File: config.mk
export PLATFORM = sky130hd
export DESIGN_NAME = rf_exec_top
export DESIGN_NICKNAME = d
export VERILOG_FILES = /design/src/verilog/rf_pkg.sv /design/src/verilog/lutram_1w_mr.sv /design/src/verilog/axil_cmd_slave.sv /design/src/verilog/exec_unit.sv /design/src/verilog/axil_read_port.sv /design/src/verilog/rf_exec_top.sv
export VERILOG_INCLUDE_DIRS = /design/src /design/src/verilog
export SDC_FILE = /design/constraint.sdc
export NUM_CORES = 2
export LEC_CHECK = 0
export BUFFER_PORTS_ARGS = -buffer_cell sky130_fd_sc_hd__buf_2
export CORE_MARGIN = 1
export CORE_UTILIZATION = 51
export DETAILED_ROUTE_END_ITERATION = 6
export PLACE_DENSITY = 0.73
export SYNTH_ARGS = -nofsm -noshare
export SYNTH_HDL_FRONTEND = slang
export SYNTH_SLANG_ARGS = --single-unit
File: constraint.sdc
create_clock -name clk -period 7.32 [get_ports clk]
set_input_delay 1.098 -clock clk [delete_from_list [all_inputs] [get_ports clk]]
set_output_delay 1.098 -clock clk [all_outputs]
set_load 0.01 [all_outputs]
File: src/verilog/rf_defs.svh
// register-file execution unit sizing and address map macros
`ifndef RF_DEFS_SVH
`define RF_DEFS_SVH

// data path width in bits
`define RF_XLEN 32

// number of architectural registers, x0 included
`define RF_DEPTH 32

// axi4-lite address width
`define RF_AXI_AW 8

// write address of the instruction register
`define RF_INSTR_ADDR 'h00

`endif

File: src/verilog/rf_pkg.sv
// shared types and rv32 opcode/funct encodings for the execution unit
`include "rf_defs.svh"

package rf_pkg;

    // one register value
    typedef logic [`RF_XLEN-1:0] rf_word_t;

    // register index, 32 entries
    typedef logic [4:0] rf_idx_t;

    // axi response codes in use
    typedef enum logic [1:0] {
        RESP_OKAY   = 2'b00,
        RESP_SLVERR = 2'b10
    } rf_resp_e;

    // r-type layout
    typedef struct packed {
        logic [6:0] funct7;
        rf_idx_t    rs2;
        rf_idx_t    rs1;
        logic [2:0] funct3;
        rf_idx_t    rd;
        logic [6:0] opcode;
    } rf_rtype_t;

    // i-type layout, imm12 overlays funct7 and rs2
    typedef struct packed {
        logic [11:0] imm12;
        rf_idx_t     rs1;
        logic [2:0]  funct3;
        rf_idx_t     rd;
        logic [6:0]  opcode;
    } rf_itype_t;

    // one instruction word, view picked by opcode
    typedef union packed {
        rf_rtype_t r;
        rf_itype_t i;
    } rf_instr_u;

    localparam logic [6:0] OPC_OP     = 7'b0110011;
    localparam logic [6:0] OPC_OP_IMM = 7'b0010011;

    localparam logic [2:0] F3_ADD = 3'b000;
    localparam logic [2:0] F3_SLT = 3'b010;
    localparam logic [2:0] F3_XOR = 3'b100;
    localparam logic [2:0] F3_OR  = 3'b110;
    localparam logic [2:0] F3_AND = 3'b111;

    // funct7 for plain r-type ops, and for sub (bit 5 set)
    localparam logic [6:0] F7_BASE = 7'b0000000;
    localparam logic [6:0] F7_SUB  = 7'b0100000;

endpackage

File: src/verilog/lutram_1w_mr.sv
// lutram-style register storage with one synchronous write port and n async read ports
`timescale 1ns/1ns

module lutram_1w_mr #(
    parameter int WIDTH          = 32,
    parameter int DEPTH          = 32,
    parameter int NUM_READ_PORTS = 2
) (
    input  logic                     clk,

    // write port
    input  logic [$clog2(DEPTH)-1:0] waddr,
    input  logic                     ram_write,
    input  logic [WIDTH-1:0]         new_ram_data,

    // read ports with one address and one data word each
    input  logic [$clog2(DEPTH)-1:0] raddr [NUM_READ_PORTS],
    output logic [WIDTH-1:0]         ram_data_out [NUM_READ_PORTS]
);

    logic [WIDTH-1:0] ram [DEPTH];

    // contents start cleared
    initial begin
        ram = '{default: '0};
    end

    // single write port captured on the rising edge
    always_ff @(posedge clk) begin
        if (ram_write) begin
            ram[waddr] <= new_ram_data;
        end
    end

    // every read port sees the array combinationally
    always_comb begin
        for (int i = 0; i < NUM_READ_PORTS; i++) begin
            ram_data_out[i] = ram[raddr[i]];
        end
    end

endmodule

File: src/verilog/axil_cmd_slave.sv
// axi4-lite write slave, joins aw/w, issues instructions and builds b responses
`timescale 1ns/1ns
`include "rf_defs.svh"

module axil_cmd_slave
    import rf_pkg::*;
(
    input  logic                  clk,
    input  logic                  rst_n,

    // write address channel
    input  logic [`RF_AXI_AW-1:0] awaddr,
    input  logic                  awvalid,
    output logic                  awready,

    // write data channel, strobes not used
    input  rf_word_t              wdata,
    input  logic                  wvalid,
    output logic                  wready,

    // write response channel
    output rf_resp_e              bresp,
    output logic                  bvalid,
    input  logic                  bready,

    // execute unit side
    output logic                  instr_valid,
    output rf_instr_u             instr,
    input  logic                  instr_done,
    input  logic                  illegal
);

    typedef enum logic [1:0] {
        S_IDLE,
        S_EXEC,
        S_RESP
    } state_t;

    state_t state;
    logic   aw_w_hs;
    logic   addr_ok;

    // both channels taken in the same cycle, only when idle
    assign awready = (state == S_IDLE) && awvalid && wvalid;
    assign wready  = awready;
    assign aw_w_hs = awready;

    // only the instruction register is writable
    assign addr_ok = (awaddr == `RF_AXI_AW'(`RF_INSTR_ADDR));

    // response pending for the whole responding state
    assign bvalid = (state == S_RESP);

    always_ff @(posedge clk or negedge rst_n) begin
        if (!rst_n) begin
            state       <= S_IDLE;
            instr_valid <= 1'b0;
        end else begin
            // one-cycle pulse by default
            instr_valid <= 1'b0;
            case (state)
                S_IDLE: begin
                    if (aw_w_hs) begin
                        if (addr_ok) begin
                            instr_valid <= 1'b1;
                            state       <= S_EXEC;
                        end else begin
                            // bad address, answer straight away
                            state <= S_RESP;
                        end
                    end
                end
                S_EXEC: begin
                    // wait for write-back to commit
                    if (instr_done) begin
                        state <= S_RESP;
                    end
                end
                S_RESP: begin
                    if (bready) begin
                        state <= S_IDLE;
                    end
                end
                default: begin
                    state <= S_IDLE;
                end
            endcase
        end
    end

    // instruction word and response code
    always_ff @(posedge clk) begin
        if (aw_w_hs) begin
            instr <= rf_instr_u'(wdata);
        end
        if (aw_w_hs && !addr_ok) begin
            bresp <= RESP_SLVERR;
        end else if (state == S_EXEC && instr_done) begin
            bresp <= illegal ? RESP_SLVERR : RESP_OKAY;
        end
    end

    // response held steady until the master takes it
    bresp_hold_a: assert property (
        @(posedge clk) disable iff (!rst_n)
        bvalid && !bready |=> bvalid && $stable(bresp)
    );

    // execute unit only answers an issued instruction
    done_in_exec_a: assert property (
        @(posedge clk) disable iff (!rst_n)
        instr_done |-> state == S_EXEC
    );

endmodule

File: src/verilog/exec_unit.sv
// decode and execute for r-type and i-type alu ops with write-back
`timescale 1ns/1ns
`include "rf_defs.svh"

module exec_unit
    import rf_pkg::*;
(
    input  logic      clk,
    input  logic      rst_n,

    // instruction handoff
    input  logic      instr_valid,
    input  rf_instr_u instr,
    output logic      instr_done,
    output logic      illegal,

    // operand reads
    output rf_idx_t   rf_raddr0,
    output rf_idx_t   rf_raddr1,
    input  rf_word_t  rf_rdata0,
    input  rf_word_t  rf_rdata1,

    // write-back
    output logic      rf_we,
    output rf_idx_t   rf_waddr,
    output rf_word_t  rf_wdata
);

    logic      valid_q;
    rf_instr_u instr_q;
    logic      is_op;
    logic      is_op_imm;
    logic      is_sub;
    logic      funct3_ok;
    logic      funct7_ok;
    logic      legal;
    rf_word_t  imm_ext;
    rf_word_t  op_a;
    rf_word_t  op_b;
    rf_word_t  result;

    // execute stage is busy the cycle after the handoff
    always_ff @(posedge clk or negedge rst_n) begin
        if (!rst_n) begin
            valid_q <= 1'b0;
        end else begin
            valid_q <= instr_valid;
        end
    end

    always_ff @(posedge clk) begin
        if (instr_valid) begin
            instr_q <= instr;
        end
    end

    // opcode picks the view since it sits at the same bits in both
    assign is_op     = (instr_q.r.opcode == OPC_OP);
    assign is_op_imm = (instr_q.i.opcode == OPC_OP_IMM);
    assign is_sub    = is_op && (instr_q.r.funct7 == F7_SUB);

    always_comb begin
        case (instr_q.r.funct3)
            F3_ADD, F3_SLT, F3_XOR, F3_OR, F3_AND: funct3_ok = 1'b1;
            default:                               funct3_ok = 1'b0;
        endcase
    end

    // sub is the only r-type op with funct7 bit 5 set
    assign funct7_ok = (instr_q.r.funct7 == F7_BASE) ||
                       (is_sub && instr_q.r.funct3 == F3_ADD);
    assign legal = funct3_ok && (is_op_imm || (is_op && funct7_ok));

    // sign-extended immediate
    assign imm_ext = {{(`RF_XLEN-12){instr_q.i.imm12[11]}}, instr_q.i.imm12};

    // x0 forced to zero on both operands
    assign op_a = (instr_q.r.rs1 == '0) ? '0 : rf_rdata0;
    always_comb begin
        if (is_op_imm) begin
            op_b = imm_ext;
        end else if (instr_q.r.rs2 == '0) begin
            op_b = '0;
        end else begin
            op_b = rf_rdata1;
        end
    end

    // alu
    always_comb begin
        case (instr_q.r.funct3)
            F3_ADD:  result = is_sub ? (op_a - op_b) : (op_a + op_b);
            F3_SLT:  result = rf_word_t'($signed(op_a) < $signed(op_b));
            F3_XOR:  result = op_a ^ op_b;
            F3_OR:   result = op_a | op_b;
            F3_AND:  result = op_a & op_b;
            default: result = '0;
        endcase
    end

    assign rf_raddr0 = instr_q.r.rs1;
    // for i-type this reads from imm bits and the value goes unused
    assign rf_raddr1 = instr_q.r.rs2;

    // no write for bad encodings or rd = x0
    assign rf_we      = valid_q && legal && (instr_q.r.rd != '0);
    assign rf_waddr   = instr_q.r.rd;
    assign rf_wdata   = result;
    assign instr_done = valid_q;
    assign illegal    = !legal;

    // an instruction handed over with rd = x0 never writes back
    no_x0_write_a: assert property (
        @(posedge clk) disable iff (!rst_n)
        instr_valid && instr.r.rd == '0 |=> !rf_we
    );

endmodule

File: src/verilog/axil_read_port.sv
// axi4-lite read responder that returns one register per ar handshake
`timescale 1ns/1ns
`include "rf_defs.svh"

module axil_read_port
    import rf_pkg::*;
(
    input  logic                  clk,
    input  logic                  rst_n,

    // read address channel
    input  logic [`RF_AXI_AW-1:0] araddr,
    input  logic                  arvalid,
    output logic                  arready,

    // read data channel
    output rf_word_t              rdata,
    output rf_resp_e              rresp,
    output logic                  rvalid,
    input  logic                  rready,

    // register file readback port
    input  rf_word_t              rf_rdata2,
    output rf_idx_t               rf_raddr2
);

    logic ar_hs;

    assign ar_hs = arvalid && arready;

    // word index from the byte address
    assign rf_raddr2 = araddr[6:2];

    // every register read succeeds
    assign rresp = RESP_OKAY;

    // single-entry buffer that is ready again once the response is taken
    always_ff @(posedge clk or negedge rst_n) begin
        if (!rst_n) begin
            rvalid  <= 1'b0;
            arready <= 1'b0;
        end else if (ar_hs) begin
            rvalid  <= 1'b1;
            arready <= 1'b0;
        end else if (rvalid && rready) begin
            rvalid  <= 1'b0;
            arready <= 1'b1;
        end else if (!rvalid) begin
            arready <= 1'b1;
        end
    end

    // sample the async read on the handshake edge
    always_ff @(posedge clk) begin
        if (ar_hs) begin
            rdata <= rf_rdata2;
        end
    end

    // read data held steady until the master takes it
    rdata_hold_a: assert property (
        @(posedge clk) disable iff (!rst_n)
        rvalid && !rready |=> rvalid && $stable(rdata)
    );

endmodule

File: src/verilog/rf_exec_top.sv
// top level of the register-file execution unit behind an axi4-lite slave
`timescale 1ns/1ns
`include "rf_defs.svh"

module rf_exec_top
    import rf_pkg::*;
(
    input  logic                      clk,
    input  logic                      rst_n,

    // write address channel
    input  logic [`RF_AXI_AW-1:0]     awaddr,
    input  logic                      awvalid,
    output logic                      awready,

    // write data channel
    input  rf_word_t                  wdata,
    input  logic [`RF_XLEN/8-1:0]     wstrb,
    input  logic                      wvalid,
    output logic                      wready,

    // write response channel
    output rf_resp_e                  bresp,
    output logic                      bvalid,
    input  logic                      bready,

    // read address channel
    input  logic [`RF_AXI_AW-1:0]     araddr,
    input  logic                      arvalid,
    output logic                      arready,

    // read data channel
    output rf_word_t                  rdata,
    output rf_resp_e                  rresp,
    output logic                      rvalid,
    input  logic                      rready
);

    // two operand ports plus host readback
    localparam int NUM_RD = 3;

    logic      instr_valid;
    rf_instr_u instr;
    logic      instr_done;
    logic      illegal;
    rf_idx_t   rf_raddr [NUM_RD];
    rf_word_t  rf_rdata [NUM_RD];
    logic      rf_we;
    rf_idx_t   rf_waddr;
    rf_word_t  rf_wdata;

    // input side
    axil_cmd_slave u_axil_cmd_slave (
        .clk         (clk),
        .rst_n       (rst_n),
        .awaddr      (awaddr),
        .awvalid     (awvalid),
        .awready     (awready),
        .wdata       (wdata),
        .wvalid      (wvalid),
        .wready      (wready),
        .bresp       (bresp),
        .bvalid      (bvalid),
        .bready      (bready),
        .instr_valid (instr_valid),
        .instr       (instr),
        .instr_done  (instr_done),
        .illegal     (illegal)
    );

    // decode and alu
    exec_unit u_exec_unit (
        .clk         (clk),
        .rst_n       (rst_n),
        .instr_valid (instr_valid),
        .instr       (instr),
        .instr_done  (instr_done),
        .illegal     (illegal),
        .rf_raddr0   (rf_raddr[0]),
        .rf_raddr1   (rf_raddr[1]),
        .rf_rdata0   (rf_rdata[0]),
        .rf_rdata1   (rf_rdata[1]),
        .rf_we       (rf_we),
        .rf_waddr    (rf_waddr),
        .rf_wdata    (rf_wdata)
    );

    // host readback
    axil_read_port u_axil_read_port (
        .clk       (clk),
        .rst_n     (rst_n),
        .araddr    (araddr),
        .arvalid   (arvalid),
        .arready   (arready),
        .rdata     (rdata),
        .rresp     (rresp),
        .rvalid    (rvalid),
        .rready    (rready),
        .rf_rdata2 (rf_rdata[2]),
        .rf_raddr2 (rf_raddr[2])
    );

    // register storage
    lutram_1w_mr #(
        .WIDTH          (`RF_XLEN),
        .DEPTH          (`RF_DEPTH),
        .NUM_READ_PORTS (NUM_RD)
    ) u_regfile (
        .clk          (clk),
        .waddr        (rf_waddr),
        .ram_write    (rf_we),
        .new_ram_data (rf_wdata),
        .raddr        (rf_raddr),
        .ram_data_out (rf_rdata)
    );

endmodule

; After elaboration in Yosys (flattened, before gate mapping)
; Memory sizes are Yosys's and may differ from the RTL's. A register that Yosys moved wholly into a read port is not among the register bits.
; Index checks and enable logic that the tools add are counted.
[word_totals]
regBits = 72
ramBits = 1024
word_cells = 77
memories = 1
[memory_table]
columns = memory, words, word_bits, rd, rd_clocked_by_memory_dff, write_ports, line
row1 = u_regfile.ram, 32, 32, 3, 3, 1, lutram_1w_mr.sv:21  ; logic [WIDTH-1:0] ram [DEPTH];
[op_classes]
add_sub_neg = 2
magnitude_cmp = 1
eq_ne = 13
muxes = 24
n_bitwise = 3
reduce_logical = 25
[op_table]
columns = operator, count
row1 = one-hot mux 32 bit (5 select lines), 1
row2 = 2-to-1 mux 32 bit, 4
row3 = adder 32 bit, 1
row4 = AND 32 bit, 1
row5 = less-than comparator 32 bit, 1
row6 = bitwise OR 32 bit, 1
row7 = subtractor 32 bit, 1
row8 = XOR 32 bit, 1
row9 = "equality test 7 x 6 -> 1 bit, second input constant", 2
row10 = logical AND 1 bit, 12
row11 = 2-to-1 mux 1 bit, 11
row12 = zero test 5 bit, 2
row13 = 2-to-1 mux 2 bit, 5
row14 = 2-to-1 mux 5 bit, 2
row15 = "equality test 3 bit, second input constant", 3
row16 = zero test 8 bit, 1
row17 = "equality test 7 x 5 -> 1 bit, second input constant", 1
row18 = zero test 7 bit, 1
row19 = "!= test 2 x 1 -> 1 bit, second input constant", 3
row20 = one-hot mux 2 bit (3 select lines), 1
row21 = nonzero test 5 bit, 1
row22 = OR reduction 5 bit, 1
row23 = "equality test 3 x 2 -> 1 bit, second input constant", 1
row24 = zero test 3 bit, 1
row25 = 8 further kinds, 9

; Longest topological paths before layout
[depth]
ltp_word = 11
mapped_depth = 22

; Modules after synthesis
; From an unflattened synthesis, not the netlist that was laid out.
[unflattened]
hier_cells = 5573
hier_area_um2 = 66764.0
[modules_own_cells]
columns = mod, n_inst, cells_each, area_each_um2
row1 = lutram_1w_mr, 1, 4544, 57677.8
row2 = exec_unit, 1, 930, 6795.3
row3 = axil_cmd_slave, 1, 52, 1191.1
row4 = axil_read_port, 1, 47, 1099.8

; Least setup slack after synthesis
; OpenSTA, ideal clock, no wires.
[synth_timing]
path_kind = flip-flop to flip-flop
startpoint = register with a tool-made name
endpoint = memory u_regfile.ram[0][10], data pin
setup_time_ns = 0.454
arrival_time_ns = 5.950
t_required_ns = 6.866
slack_ns = 0.916
path_stages_with_launch = 22
n_path_buf = 4
synth_period_minus_slack_ns = 6.404
cell_sequence = dfxtp_1 clkbuf_1 buf_2 buf_1 buf_2 mux4_2 mux4_2 nand2_1 a21o_1 ha_1 inv_1 fa_1 nor2b_2 o311a_4 or3_2 a21oi_1 o21bai_1 a21oi_1 nand2b_1 o41ai_1 mux2i_1 o21ai_0
[synth_lines]
columns = element, line
row1 = "end, declared", lutram_1w_mr.sv:21

==> impl_metrics.csv <==
group,metric,value,unit
run_status,outcome,"completed",
setup_path,cp_cell_sequence,"buf_12 -> mux4_2 -> mux4_2 -> mux2i_1 -> o21ai_0 -> inv_1 -> ha_1 -> inv_1 -> a211oi_2 -> nor4bb_1 -> o211ai_2 -> a21oi_1 -> a22oi_1 -> a31oi_1 -> o22ai_1 -> mux2i_1 -> o21ai_2",
setup_path,startpoint_to_endpoint_class_of_the_critical_path,"flip-flop to flip-flop",
cells_and_area,fin_cells,5234,
global_routing,grt_pass1_vias,37400,
pwr,worst_vdd_ir,0.283,mV
cts,numCtsBuffers,118,
logic_synthesis,synth_top_flop_cell,"sky130_fd_sc_hd__edfxtp_1",
cts,cts.sink_count,1137,
placement,buffer_ports.inserted,89,
floorplanning,dieHeight,355,um
logic_synthesis,synth-seq-area-share,53.5,%
floorplanning,die_w,355,um
setup_path,worstPathRequired,7680,ps
global_routing,largest_net_degree_at_the_start_of_global_routing,100,
cts,clock_tree.buffer_depth,3,
global_routing,globalRouteTotalUtil,29.1,%
sta,finalSetupTns,0,ps
routing,detail_route.first_pass.iterations,5,
cts,post_cts_buffers,0,
logic_synthesis,total_of_flip_flops_plus_latches_after_synthesis,1137,
cts,htreeDepth,3,
routing,finalWirelength,181000,um
routing,drt.antenna.violating_nets,0,
sta,fmaxAchievable,151,MHz
setup_path,timing.critical_path.buf_inv,3,
setup_path,cell_class_contributing_the_biggest_share_of_worst_path_delay,"compound AO/OA/AOI/OAI gates",
global_routing,globalRouteOverflowTotal,0,
sta,worst_max_slew_margin_expressed_relative_to_the_limit,5.85,%
floorplanning,design.core.area,124000,sq um
flow_run,maxCapViolCount,0,
logic_synthesis,synth_enable_flop_cells,1120,
logic_synthesis,synth_cells,3408,
global_routing,grt_first_pass_wirelength,262000,um
routing,post-route-drc-count,0,
floorplanning,fp-row-count,129,
sta,clock_skew,54.6,ps
min_path,min-delay-path-class,"input port to async pin",
pwr,total_leakage_power,0.0231,uW
setup_path,worst_path_largest_cell_delay,930,ps
pwr,power-per-cell-area,195,nW/um^2
logic_synthesis,post_synth.cell_area_avg,18.7,sq um
cells_and_area,core_util_final,57.1,%
routing,detailroute.via_count,37600,
logic_synthesis,yosysWarningCount,0,
floorplanning,starting_density_of_the_core,51.4,%
setup_path,critical_path.slowest_cell,"sky130_fd_sc_hd__o21ai_2",
setup_path,worstSetupEndpointType,"flip-flop",
cts,cts_tree,"yes",
logic_synthesis,synth_cell_types,92,
routing,detail_route.vias_per_cell,7.19,
setup_path,crit_fanout,33,
sta,report.final.hold_viol_count,0,
placement,dp_cells,5010,
sta,fin_crit,6610,ps
cts,resize_count_post_cts,0,
sta,grt_setup_unrepaired,"false",
logic_synthesis,syn-cell-area,63600,sq um
floorplanning,die-area,126000,sq um
placement,hpwl,107000,um
setup_path,setup.worst_path.start_class,"flip-flop",
cts,cts_hold_repair.buffers,0,
cells_and_area,layout-area-overhead-vs-synth,11.0,%
floorplanning,io_pins,100,
cells_and_area,design.final.nets,3650,
global_routing,antenna_found_initial,2,
sta,worstMarginPinSlew,1410,ps
cts,clock_tree.root_cell,"sky130_fd_sc_hd__clkbuf_16",
cts,cts.reportedPaths.clkPinSlew,60,ps
setup_path,timing.critical_path.arrival,6970,ps
cells_and_area,drive_above_1_share,41.8,%
routing,dr.first_iter.drc_count,5028,
sta,final_max_slew_viol_count,0,
routing,routedWlPerCell,34.6,um
logic_synthesis,async_reset_ff_share,0.528,%
sta,final.period_utilization,90.4,%
sta,setup_viol,0,
cts,clock_latency,750,ps
sta,worst_hold_slack,191,ps
placement,gp_congestion,0.965,
==> stage by stage <==
step	worst slack, ps	total power, uW	cell area (sq um)
3_3_place_gp	884	7760	66700
5_1_grt	370	14100	70600
4_1_cts	815	13800	70600
3_5_place_dp	827	7770	66700
2_1_floorplan	916	7600	63700
6_report	706	13700	70600
==> synthesized netlist by cell type, types with 11 or more instances <==
cell type	number	area share, %
sky130_fd_sc_hd__inv_1	106	0.63
sky130_fd_sc_hd__clkbuf_1	167	0.99
sky130_fd_sc_hd__nor3_1	17	0.13
sky130_fd_sc_hd__mux2i_1	65	1.0
sky130_fd_sc_hd__edfxtp_1	1120	53
sky130_fd_sc_hd__a21oi_1	72	0.57
sky130_fd_sc_hd__buf_2	56	0.44
sky130_fd_sc_hd__o21ai_0	111	0.87
sky130_fd_sc_hd__nand2_1	132	0.78
sky130_fd_sc_hd__ha_1	96	1.9
sky130_fd_sc_hd__nand2b_1	47	0.46
sky130_fd_sc_hd__nor2_1	96	0.57
sky130_fd_sc_hd__mux4_2	960	34
sky130_fd_sc_hd__dfxtp_1	11	0.35
sky130_fd_sc_hd__mux2_2	42	0.74
sky130_fd_sc_hd__a21o_1	37	0.44
sky130_fd_sc_hd__buf_1	56	0.33
sky130_fd_sc_hd__a31oi_1	13	0.13
==> final timing paths <==
check	endpoint	slack [ps]	start	cells after the start
min in group clk	u_exec_unit.instr_q[2]	420	u_axil_cmd_slave.instr[2]	0
max reg2reg	u_regfile.ram[7][28]	710	flip-flop	17
min reg2reg	u_exec_unit.instr_q[2]	420	u_axil_cmd_slave.instr[2]	0
max	u_regfile.ram[7][28]	710	flip-flop	17
max in group asynchronous	u_axil_cmd_slave.instr_valid	6980	rst_n	1
min	u_axil_cmd_slave.instr_valid	190	rst_n	1
==> power by group <==
part           internal (uW)  switching [uW]  total [uW]  leakage, uW
Sequential              7100            16.6        7110       0.0104
Clock                   3500            2610        6110      0.00193
Combinational            251             260         511       0.0107
==> cell type report <==
| class | instances | area (sq um) |
|---|---|---|
| Antenna cell | 1 | 2.50 |
| Clock inverter | 85 | 852 |
| Sequential cell | 1137 | 34000 |
| Timing Repair Buffer | 221 | 1720 |
| Multi-Input combinational cell | 1908 | 28400 |
| Clock buffer | 138 | 3070 |
| Inverter | 107 | 402 |
| Tap cell | 1637 | 2050 |
| Fill cell | 9190 | 53100 |
==> flip-flops by register name, indices dropped and copies added, names as in the netlist, named ones only <==
name,count
u_exec_unit.instr_done,1
u_axil_read_port.arready,1
u_axil_cmd_slave.instr,32
u_regfile.ram,1024
u_axil_cmd_slave.instr_valid,1
u_axil_read_port.rvalid,1
u_axil_read_port.rdata,32
u_axil_cmd_slave.bresp,1
u_exec_unit.instr_q,32
u_axil_cmd_slave.state,2
==> placed cells by master, fill, tap and decap left out, drive strengths merged, types with 7 or more instances in the layout <==
cell | synthesis | layout
a211oi | 12 | 12
a21o | 37 | 37
a21oi | 72 | 72
a22o | 7 | 7
a31oi | 13 | 13
buf | 121 | 221
bufinv | 0 | 14
clkbuf | 169 | 138
clkinv | 0 | 60
conb | 1 | 35
dfxtp | 11 | 11
edfxtp | 1120 | 1120
ha | 96 | 96
inv | 107 | 114
mux2 | 42 | 42
mux2i | 65 | 65
mux4 | 960 | 960
nand2 | 132 | 132
nand2b | 47 | 47
nand3 | 9 | 9
nand3b | 8 | 8
nor2 | 96 | 96
nor2b | 10 | 10
nor3 | 18 | 18
nor4 | 7 | 7
o21ai | 120 | 120
o21bai | 10 | 10
o22ai | 8 | 8
o31ai | 11 | 11
or3 | 7 | 7
==> routing by layer <==
layer	vias up	wire, um	GRT usage (%)
met5	-	9	0
met4	2	7970	11.5
met3	426	19100	5.62
met2	2495	88500	46.9
met1	19900	65400	39.4
li1	14900	-	-
==> logic make-up (layout without fill, tap and decap cells) <==
| kind of cell | Yosys count | after routing | share of synthesized area [%] |
|---|---|---|---|
| xor gates and xnor gates | 7 | 7 | 0.0964 |
| other | 1 | 36 | 0.00590 |
| buffers and inverters | 397 | 551 | 2.55 |
| and+or+nand+nor | 364 | 364 | 2.76 |
| DFF | 1137 | 1137 | 53.5 |
| muxes | 1067 | 1067 | 35.8 |
| adders and majority gates | 98 | 98 | 1.95 |
| AOI/OAI and AO/OA | 337 | 337 | 3.39 |
Power figures use the tool's default switching activity.
